**config.mk**
```make
export PLATFORM = sky130hd
export DESIGN_NAME = piTop
export DESIGN_NICKNAME = d
export VERILOG_FILES = /design/src/rtl/ebusPkg.sv /design/src/rtl/piPkg.sv /design/src/rtl/piTop.sv /design/src/rtl/piCycleTimer.sv /design/src/rtl/piHold.sv /design/src/rtl/piPriority.sv /design/src/rtl/piControl.sv
export VERILOG_INCLUDE_DIRS = /design/src /design/src/include
export SDC_FILE = /design/constraint.sdc
export NUM_CORES = 1
export LEC_CHECK = 0
export ABC_AREA = 1
export ABC_CLOCK_PERIOD_IN_PS = 5200
export BUFFER_PORTS_ARGS = -buffer_cell sky130_fd_sc_hd__buf_2
export CORE_MARGIN = 4
export CORE_UTILIZATION = 56
export DETAILED_ROUTE_END_ITERATION = 7
export GPL_ROUTABILITY_DRIVEN = 0
export PLACE_DENSITY = 0.84
export SETUP_SLACK_MARGIN = 0.3
export SLEW_MARGIN = 40
export SYNTH_ARGS = -nofsm -noshare
export SYNTH_HDL_FRONTEND = slang
export SYNTH_HIERARCHICAL = 1
export SYNTH_SLANG_ARGS = --single-unit
```
**constraint.sdc**
```tcl
create_clock -name clk -period 5.2 [get_ports clk]
set_input_delay 1.04 -clock clk [delete_from_list [all_inputs] [get_ports clk]]
set_output_delay 1.04 -clock clk [all_outputs]
set_load 0.02 [all_outputs]
```
**src/include/pi_macros.svh**
```systemverilog
`ifndef PI_MACROS_SVH
`define PI_MACROS_SVH

// Interrupt levels 1..7 with level 1 most urgent
`define PI_LEVELS 7

`define PI_CMD_W 18  // CONO word
`define PI_VEC_W 16  // Vector word carried by the transfer strobe

// Wait cycles before a bus interrupt cycle is abandoned
`define PI_TIMEOUT 12

`endif
```
**src/rtl/ebusPkg.sv**
```systemverilog
`include "pi_macros.svh"

package ebusPkg;

  // Interrupt cycle on the external bus
  typedef enum logic [1:0] {
    IDLE   = 2'd0,
    DEMAND = 2'd1,  // Demand raised and level presented
    WAIT   = 2'd2,  // Waiting for xfer or timeout
    DONE   = 2'd3
  } cycStateT;

  typedef logic [`PI_VEC_W-1:0] vectorT;

endpackage

```
**src/rtl/piPkg.sv**
```systemverilog
`include "pi_macros.svh"

package piPkg;

  typedef logic [`PI_LEVELS:1] levelMaskT;              // Bit n is level n
  typedef logic [$clog2(`PI_LEVELS+1)-1:0] levelNumT;   // 0 means none

  // CONO word bit positions
  localparam int CONO_GEN_CLR = 4;
  localparam int CONO_SYS_CLR = 5;
  localparam int CONO_GEN_SET = 6;
  localparam int CONO_ON_SET  = 7;
  localparam int CONO_ON_CLR  = 8;
  localparam int CONO_OFF     = 9;
  localparam int CONO_ACT     = 10;
  localparam int CONO_MASK_LO = 11;  // Bits 11..17 select levels 1..7

  // Most urgent level set in a mask
  function automatic levelNumT topLevel(levelMaskT m);
    levelNumT n;
    n = '0;
    for (int i = `PI_LEVELS; i >= 1; i--) begin
      if (m[i]) begin
        n = levelNumT'(i);
      end
    end
    return n;
  endfunction

endpackage

```
**src/rtl/piTop.sv**
```systemverilog
`include "pi_macros.svh"

module piTop (
  input  logic                 clk,
  input  logic                 TIM,
  input  logic                 conoPi,
  input  logic [`PI_CMD_W-1:0] cmdWord,
  input  piPkg::levelMaskT     ioReq,
  input  logic                 dismiss,
  input  logic                 xfer,
  input  ebusPkg::vectorT      ebusData,
  output logic                 ebusDemand,
  output piPkg::levelNumT      piLevel,
  output logic                 piCycle,
  output logic                 vectorValid,
  output ebusPkg::vectorT      vector,
  output piPkg::levelMaskT     holdMask,
  output logic                 active
);

  piPkg::levelMaskT onMask;
  piPkg::levelMaskT genMask;
  logic             sysClr;
  logic             reqValid;
  piPkg::levelNumT  reqLevel;
  logic             setPih;
  piPkg::levelNumT  cycLevel;

  piControl piControl_i (
    .clk     (clk),
    .TIM     (TIM),
    .conoPi  (conoPi),
    .cmdWord (cmdWord),
    .onMask  (onMask),
    .genMask (genMask),
    .active  (active),
    .sysClr  (sysClr)
  );

  piPriority piPriority_i (
    .clk      (clk),
    .TIM      (TIM),
    .ioReq    (ioReq),
    .onMask   (onMask),
    .genMask  (genMask),
    .active   (active),
    .holdMask (holdMask),
    .reqValid (reqValid),
    .reqLevel (reqLevel)
  );

  piHold piHold_i (
    .clk      (clk),
    .TIM      (TIM),
    .sysClr   (sysClr),
    .setPih   (setPih),
    .cycLevel (cycLevel),
    .dismiss  (dismiss),
    .holdMask (holdMask)
  );

  piCycleTimer piCycleTimer_i (
    .clk         (clk),
    .TIM         (TIM),
    .sysClr      (sysClr),
    .reqValid    (reqValid),
    .reqLevel    (reqLevel),
    .xfer        (xfer),
    .ebusData    (ebusData),
    .ebusDemand  (ebusDemand),
    .piLevel     (piLevel),
    .cycLevel    (cycLevel),
    .setPih      (setPih),
    .piCycle     (piCycle),
    .vectorValid (vectorValid),
    .vector      (vector)
  );

endmodule

```
**src/rtl/piCycleTimer.sv**
```systemverilog
`include "pi_macros.svh"

module piCycleTimer (
  input  logic             clk,
  input  logic             TIM,
  input  logic             sysClr,
  input  logic             reqValid,
  input  piPkg::levelNumT  reqLevel,
  input  logic             xfer,
  input  ebusPkg::vectorT  ebusData,
  output logic             ebusDemand,
  output piPkg::levelNumT  piLevel,
  output piPkg::levelNumT  cycLevel,
  output logic             setPih,
  output logic             piCycle,
  output logic             vectorValid,
  output ebusPkg::vectorT  vector
);

  localparam int CntW = $clog2(`PI_TIMEOUT + 1);

  ebusPkg::cycStateT state;
  logic [CntW-1:0]   waitCnt;
  logic              gotVec;   // Transfer seen during WAIT
  logic              timedOut;

  assign timedOut = waitCnt == CntW'(`PI_TIMEOUT - 1);

  always_ff @(posedge clk or posedge TIM) begin
    if (TIM) begin
      state    <= ebusPkg::IDLE;
      cycLevel <= '0;
      waitCnt  <= '0;
      gotVec   <= 1'b0;
      vector   <= '0;
    end else if (sysClr) begin
      state   <= ebusPkg::IDLE;
      waitCnt <= '0;
      gotVec  <= 1'b0;
    end else begin
      case (state)
        ebusPkg::IDLE: begin
          if (reqValid) begin
            cycLevel <= reqLevel;
            state    <= ebusPkg::DEMAND;
          end
        end
        ebusPkg::DEMAND: begin
          waitCnt <= '0;
          gotVec  <= 1'b0;
          state   <= ebusPkg::WAIT;
        end
        ebusPkg::WAIT: begin
          if (xfer) begin
            vector <= ebusData;
            gotVec <= 1'b1;
            state  <= ebusPkg::DONE;
          end else if (timedOut) begin
            state <= ebusPkg::DONE;  // No answer so the vector stays invalid
          end else begin
            waitCnt <= waitCnt + 1'b1;
          end
        end
        default: state <= ebusPkg::IDLE;  // DONE lasts one cycle
      endcase
    end
  end

  assign ebusDemand  = (state == ebusPkg::DEMAND) || (state == ebusPkg::WAIT);
  assign piLevel     = ebusDemand ? cycLevel : '0;
  assign piCycle     = state == ebusPkg::DONE;
  assign setPih      = piCycle;
  assign vectorValid = piCycle && gotVec;

  // Completion always closes a bus wait and is a single pulse
  apCycleEnd: assert property (@(posedge clk) disable iff (TIM)
    piCycle |-> $past(state == ebusPkg::WAIT) ##1 !piCycle);

  apDemandLevel: assert property (@(posedge clk) disable iff (TIM)
    ebusDemand |-> cycLevel != '0);

endmodule

```
**src/rtl/piHold.sv**
```systemverilog
`include "pi_macros.svh"

module piHold (
  input  logic             clk,
  input  logic             TIM,
  input  logic             sysClr,
  input  logic             setPih,
  input  piPkg::levelNumT  cycLevel,
  input  logic             dismiss,
  output piPkg::levelMaskT holdMask
);

  piPkg::levelNumT  topHeld;
  piPkg::levelMaskT setSel;
  piPkg::levelMaskT clrSel;

  assign topHeld = piPkg::topLevel(holdMask);

  // Level number to one-hot for the set and dismiss decoders
  always_comb begin
    setSel = '0;
    clrSel = '0;
    for (int i = 1; i <= `PI_LEVELS; i++) begin
      setSel[i] = setPih && (cycLevel == piPkg::levelNumT'(i));
      clrSel[i] = dismiss && (topHeld == piPkg::levelNumT'(i));
    end
  end

  always_ff @(posedge clk or posedge TIM) begin
    if (TIM) begin
      holdMask <= '0;
    end else if (sysClr) begin
      holdMask <= '0;
    end else begin
      holdMask <= (holdMask & ~clrSel) | setSel;
    end
  end

  // The cycle timer only serves levels that outrank everything held
  apSetFree: assert property (@(posedge clk) disable iff (TIM)
    setPih |-> (setSel & holdMask) == '0);

  apDismissHeld: assert property (@(posedge clk) disable iff (TIM)
    dismiss |-> holdMask != '0);

endmodule

```
**src/rtl/piPriority.sv**
```systemverilog
module piPriority (
  input  logic             clk,
  input  logic             TIM,
  input  piPkg::levelMaskT ioReq,
  input  piPkg::levelMaskT onMask,
  input  piPkg::levelMaskT genMask,
  input  logic             active,
  input  piPkg::levelMaskT holdMask,
  output logic             reqValid,
  output piPkg::levelNumT  reqLevel
);

  piPkg::levelMaskT pir;     // Registered pending levels
  piPkg::levelMaskT pirEn;
  piPkg::levelNumT  pirTop;
  piPkg::levelNumT  pihTop;
  logic             outranks;

  // Software request, or device request on a level that is on
  assign pirEn = active ? (genMask | (onMask & ioReq)) : '0;

  always_ff @(posedge clk or posedge TIM) begin
    if (TIM) begin
      pir <= '0;
    end else begin
      pir <= pirEn;
    end
  end

  // Encoders for the pending side and the held side
  always_comb begin
    pirTop = piPkg::topLevel(pir);
    pihTop = piPkg::topLevel(holdMask);
  end

  // Nothing held counts as below every level
  always_comb begin
    outranks = 1'b0;
    if (pirTop != '0) begin
      if (pihTop == '0) begin
        outranks = 1'b1;
      end else begin
        outranks = pirTop < pihTop;
      end
    end
  end

  assign reqValid = outranks;
  assign reqLevel = outranks ? pirTop : '0;

endmodule

```
**src/rtl/piControl.sv**
```systemverilog
`include "pi_macros.svh"

module piControl (
  input  logic                 clk,
  input  logic                 TIM,
  input  logic                 conoPi,
  input  logic [`PI_CMD_W-1:0] cmdWord,
  output piPkg::levelMaskT     onMask,
  output piPkg::levelMaskT     genMask,
  output logic                 active,
  output logic                 sysClr
);

  piPkg::levelMaskT sel;
  piPkg::levelMaskT onClrSel, onSetSel, genClrSel, genSetSel;
  piPkg::levelMaskT nextOn, nextGen;
  logic             nextActive;
  logic             clrCmd;

  assign sel    = cmdWord[piPkg::CONO_MASK_LO +: `PI_LEVELS];
  assign clrCmd = cmdWord[piPkg::CONO_SYS_CLR];

  always_comb begin
    onClrSel  = cmdWord[piPkg::CONO_ON_CLR]  ? sel : '0;
    onSetSel  = cmdWord[piPkg::CONO_ON_SET]  ? sel : '0;
    genClrSel = cmdWord[piPkg::CONO_GEN_CLR] ? sel : '0;
    genSetSel = cmdWord[piPkg::CONO_GEN_SET] ? sel : '0;

    // Clear first, then set
    nextOn  = (onMask & ~onClrSel) | onSetSel;
    nextGen = (genMask & ~genClrSel) | genSetSel;

    nextActive = active;
    if (cmdWord[piPkg::CONO_OFF]) nextActive = 1'b0;
    if (cmdWord[piPkg::CONO_ACT]) nextActive = 1'b1;  // ACT beats OFF
  end

  always_ff @(posedge clk or posedge TIM) begin
    if (TIM) begin
      onMask  <= '0;
      genMask <= '0;
      active  <= 1'b0;
      sysClr  <= 1'b0;
    end else begin
      sysClr <= conoPi & clrCmd;  // Pulse follows the command
      if (conoPi) begin
        if (clrCmd) begin
          onMask  <= '0;
          genMask <= '0;
          active  <= 1'b0;
        end else begin
          onMask  <= nextOn;
          genMask <= nextGen;
          active  <= nextActive;
        end
      end
    end
  end

endmodule

```
; ---- After elaboration in Yosys (flattened, before gate mapping)
; Cells that the tools add are included.
[totals]
output_inout_bits = 30
ff_bits = 56
in_bits = 46
[classes]
add_sub_neg = 1
mux = 40
n_reduce_logical = 27
n_eq_ne = 23
bitwise = 13
order_cmp = 1
[ops]
columns = op, n
row1 = 7-bit two-way mux, 8
row2 = 3-bit two-way mux, 15
row3 = 7-bit bitwise AND, 4
row4 = 7-bit OR, 4
row5 = 3-bit == test (second input constant), 8
row6 = 7-bit NOT, 3
row7 = 1-bit logical AND, 15
row8 = 3-bit by 2-bit == test with 1-bit output (second input constant), 4
row9 = 4-bit two-way mux, 3
row10 = 3-bit != test (second input constant), 3
row11 = 3-bit AND reduction, 3
row12 = 3-bit nonzero test, 3
row13 = 2-bit two-way mux, 4
row14 = 4-bit one-hot mux with 2 select lines, 1
row15 = 1-bit two-way mux, 7
row16 = 3-bit by 1-bit == test with 1-bit output (second input constant), 2
row17 = 2-bit one-hot mux with 3 select lines, 1
row18 = 2-bit AND reduction, 3
row19 = 4-bit by 1-bit adder with 4-bit output (second input constant), 1
row20 = 2-bit == test (second input constant), 2
row21 = 4-bit == test (second input constant), 1
row22 = 4-bit by 3-bit != test with 1-bit output (second input constant), 1
row23 = 3-bit zero test, 1
row24 = 3-bit less-than comparator, 1
row25 = 7 further kinds, 7

; ---- Longest topological paths before layout
[depth]
word_depth = 13
ltp_mapped = 16

; ---- Hierarchy
; Netlist, hierarchy kept.
[by_module_without_submodules]
columns = mod, area_each_um2, instances, cells_each
row1 = piCycleTimer, 1288.7, 1, 158
row2 = piControl, 739.5, 1, 85
row3 = piPriority, 513.0, 1, 75
row4 = piHold, 431.7, 1, 69

; ---- Worst setup path after synthesis
; No wires, ideal clock.
[synth_timing]
path_kind = flip-flop to flip-flop
startpoint = register piHold_i.holdMask[1]
endpoint = register piCycleTimer_i.cycLevel[0]
slack_ns = 3.019
arrival_time_ns = 2.055
path_stages_with_launch = 14
required_ns = 5.074
path_buffers = 0
path_cell_list = dfrtp_1 clkinv_1 nand2_1 a31oi_1 nand2_1 ha_1 nand2_1 clkinv_16 nand2_1 nand2_2 a21oi_1 nand3_1 nand2_1 o21ai_0
[synth_via]
elab_chain_cells = 6
elab_cells_between_ends = 7
[synth_lines]
columns = item, line
row1 = start: declaration, piHold.sv:10  ; output piPkg::levelMaskT holdMask
row2 = start signal: assignment, piHold.sv:35  ; holdMask <= (holdMask & ~clrSel) | setSel;
row3 = 3-bit two-way mux (*) (2 in series), piPkg.sv:23  ; if (m[i]) begin
row4 = 3-bit less-than comparator or 3-bit zero test (tied branches), "piPriority.sv:43, piPriority.sv:40"
row5 = 1-bit two-way mux (*), piPriority.sv:40  ; if (pihTop == '0) begin
row6 = 1-bit two-way mux (*), piPriority.sv:39  ; if (pirTop != '0) begin
row7 = via reqValid, piTop.sv:24  ; logic reqValid;
row8 = 3-bit AND reduction (no source line) (*), --
row9 = end signal: assignment, piCycleTimer.sv:44  ; cycLevel <= reqLevel;
row10 = end: declaration, piCycleTimer.sv:13  ; output piPkg::levelNumT cycLevel,
; The timed path passes the listed nets; every way through them passes the cells marked *.
; A chain may end at the register's enable or synchronous reset.

; ---- Worst setup path in the final report
[layout_timing]
startpoint = register piCycleTimer_i.state[0]
endpoint = output port piLevel[1]
[layout_via]
elab_chain_cells = 3
elab_cells_between_ends = 4
[layout_lines]
columns = item, line
row1 = start: declaration, piCycleTimer.sv:22  ; ebusPkg::cycStateT state;
row2 = start signal: assignment, piCycleTimer.sv:31  ; state <= ebusPkg::IDLE;
row3 = start signal: assignment, piCycleTimer.sv:37  ; state <= ebusPkg::IDLE;
row4 = start signal: assignment, piCycleTimer.sv:45  ; state <= ebusPkg::DEMAND;
row5 = 2-bit by 1-bit == test with 1-bit output or 2-bit == test (tied branches), piCycleTimer.sv:69  ; assign ebusDemand = (state == ebusPkg::DEMAND) || (state == ebusPkg::WAIT);
row6 = 1-bit logical OR (*), piCycleTimer.sv:69
row7 = 3-bit two-way mux (*), piCycleTimer.sv:70  ; assign piLevel = ebusDemand ? cycLevel : '0;
row8 = end: declaration, piTop.sv:13  ; output piPkg::levelNumT piLevel,
; Every way passes the cells marked *; elsewhere a longest branch is shown, timed or not.

==> impl_metrics.py <==
metrics = {
    "global_route": {
        "overflow": 0,
        "grt_max_degree": 32,
        "antenna_found_initial": 0,
        "grt_pass1_vias": 2486,
        "met1_usage_pct": 27.74,
        "top_usage_layer": "met2",
        "grt_usage_pct": 21.45,
        "grt_use_met2_pct": 38.18,
        "grt_pass1_wl_mm": 11.10,
        "use_met3_pct": 2.882,
    },
    "timing": {
        "fin_crit_sh_pct": 48.51,
        "fin_crit_ns": 2.522,
        "fin_tns_setup_ns": 0,
        "final-hold-violation-count": 0,
        "slew_headroom_pct": 60.44,
        "fmax_mhz": 396.4,
        "setup_viol": 0,
        "whs_ns": 0.4849,
        "finClkSkew_ns": 0.004089,
        "rsz0062_at_grt": "false",
        "drv_slew": 0,
        "worstMarginPinSlew_ns": 0.5927,
    },
    "synth": {
        "synth_commonest_cells": "131 x nand2_1, 56 x dfrtp_1, 43 x inv_1",
        "synth_area_leaders": "dfrtp_1 47%, nand2_1 17%, nand3_1 6.4%, inv_1 5.4%, nor2_1 3.4%",
        "synthCells": 387,
        "synthXorXnorAreaFrac_pct": 0.2946,
        "synth_top_family_by_area": "simple AND/OR/NAND/NOR gates",
        "synth-adder-area-share_pct": 2.946,
        "synth.area.mux_share_pct": 0,
        "synth_most_common_cell": "nand2_1",
        "synth_compound_area_share_pct": 5.345,
        "yosysTopAreaCellShare_pct": 47.14,
        "synthDistinctLibCells": 30,
        "syn_nets": 440,
        "yosys_register_bits": 56,
        "seq_area_frac_synth_pct": 47.14,
        "synth_simple_gate_area_share_pct": 35.02,
        "syn_area_per_cell_um2": 7.682,
        "synthFlopType": "dfrtp_1",
        "synthArstFlopShare_pct": 100.0,
        "synth_area_mm2": 0.002973,
        "synth_enable_flop_cells": 0,
        "ys_warn_count": 6,
        "synth_top_area_cell": "dfrtp_1",
    },
    "setup_path": {
        "cp.arrival_ns": 1.48,
        "timing.rr.start": "piHold_i/holdMask[1]",
        "crit_path_end_kind": "output pin",
        "cp_max_fo": 5,
        "worstSetupStartpoint": "piCycleTimer_i/state[0]",
        "cp.required_ns": 4.16,
        "cp-start-kind": "register",
        "path_class": "reg -> out",
    },
    "clock_network": {
        "cts_htree_levels": 2,
        "numCtsBuffers": 5,
        "cts_root_buf": "clkbuf_8",
        "post_cts_buffers": 0,
        "clk_pin_slew_ns": 0.09,
        "cts_resized": 0,
        "cts_hold_buffers": 0,
        "clockBufferDepth": 2,
        "cts_tree": "yes",
        "cts.sinks": 56,
        "worstSkewPairLatency_ns": 0.29,
    },
    "detailed_routing": {
        "drcViolationCount": 0,
        "dr.pass1.iters": 4,
        "final_antenna_net_count": 0,
        "vias": 2697,
        "drt_iter0_drc": 131,
        "avgViaCountPerCell": 5.108,
        "routed_wirelength_mm": 6.536,
        "wire_per_inst_um": 12.38,
    },
    "final_layout": {
        "drive_gt1_share_pct": 23.14,
        "n_antenna_cell": 0,
        "layout.nets": 510,
        "area_delta_synth_final_pct": 16.67,
    },
    "die": {
        "die_y_um": 80.86,
        "dieWidth_um": 80.86,
        "rows": 26,
        "core-area_mm2": 0.005140,
        "ios": 76,
        "dieArea_mm2": 0.006538,
        "initial_core_util_pct": 57.84,
    },
    "placement": {
        "dp_hpwl_mm": 4.928,
        "io_buffers": 71,
    },
    "power_and_ir_drop": {
        "cellPowerDensity_mw_per_mm2": 440.4,
        "p_leak_uw": 0.001970,
        "max-vdd-ir-drop_v": 0.0003581,
        "fin_total_pwr_uw": 1527,
    },
    "outcome": {
        "status": "finished clean",
    },
    "job": {
        "drv_cap": 0,
    },
    "hold_path": {
        "worstHoldStart": "piCycleTimer_i/vector[15]",
        "hold_class": "reg -> reg",
    },
}
## per-layer routing
layer | wire length [um] | vias up | share of wire [%]
li1 | - | 1360 | -
met1 | 2796 | 1255 | 43
met2 | 3356 | 80 | 51
met3 | 357 | 2 | 5.5
met4 | 26 | 0 | 0.40
met5 | 0 | - | 0
## power by group
group,total (uW),switching [uW],internal [uW]
sequential,615,78.0,537
combinational,639,423,216
clock,273,130,143
## stage by stage
stage / cells / setup WS, ns / instance area (um^2) / util [%]
6_report: 528 / 2.678 / 3468 / 67.48
3_3_place_gp: 520 / 2.913 / 3361 / 65.38
3_5_place_dp: 520 / 2.743 / 3361 / 65.38
5_1_grt: 528 / 2.438 / 3468 / 67.48
2_1_floorplan: 387 / 3.019 / 2973 / -
4_1_cts: 528 / 2.669 / 3468 / 67.48
## critical path, stage by stage, from the launching register on
cell     delay (ns)
dfrtp_1        0.43
inv_1          0.08
ha_1           0.37
nand2_1        0.07
inv_1          0.07
buf_2          0.16
## flip-flops by register name (all words and copies together), names as in the netlist
signal,flops
piPriority_i/pir,7
piControl_i/sysClr,1
piControl_i/onMask,7
piCycleTimer_i/state,2
piControl_i/active,1
piCycleTimer_i/waitCnt,4
piCycleTimer_i/gotVec,1
piHold_i/holdMask,7
piControl_i/genMask,7
piCycleTimer_i/cycLevel,3
piCycleTimer_i/vector,16
## final timing paths
kind                                              endpoint  slack (ns)  depth (start not counted)
worst max-delay path                            piLevel[1]        2.68                          5
worst min-delay path             piCycleTimer_i/vector[15]        0.48                          2
worst max register to register  piCycleTimer_i/cycLevel[1]        2.75                         13
worst min register to register   piCycleTimer_i/vector[15]        0.48                          2
max in group asynchronous            piControl_i/onMask[5]        3.98                          2
min in group asynchronous              piPriority_i/pir[3]        0.68                          2
## area by class of cell
class | instances | area, um^2
Timing Repair Buffer | 71 | 355.3
Multi-Input combinational cell | 272 | 1296
Fill cell | 465 | 1672
Sequential cell | 56 | 1401
Tap cell | 70 | 87.58
Clock inverter | 2 | 35.03
Clock buffer | 6 | 72.57
Inverter | 51 | 220.2
## layout by cell type, fill, tap and decap left out
master     count
nand2_1      131
buf_2         71
dfrtp_1       56
inv_1         42
nand3_1       38
nor2_1        27
a21oi_1       20
nand4_1       16
nand2_2       14
ha_1           7
clkbuf_8       5
inv_2          5
o21ai_0        5
nor2_2         2
clkinv_1       2
clkinv_2       1
clkbuf_1       1
bufinv_16      1
nand3_4        1
inv_4          1
nand3_2        1
nor2_4         1
o22ai_1        1
nand3b_1       1
xnor2_1        1
or2_2          1
a31oi_1        1
o31ai_1        1
nor3_1         1
o21ai_1        1
a21oi_2        1
clkinv_16      1
## logic make-up after synthesis
logic type / after synthesis
XOR/XNOR: 1
flip-flops: 56
adder cells (fa/ha/maj): 7
AND/OR/NAND/NOR: 234
buffers and inverters: 59
AO/OA/AOI/OAI: 30
Power figures use the tool's default switching activity.
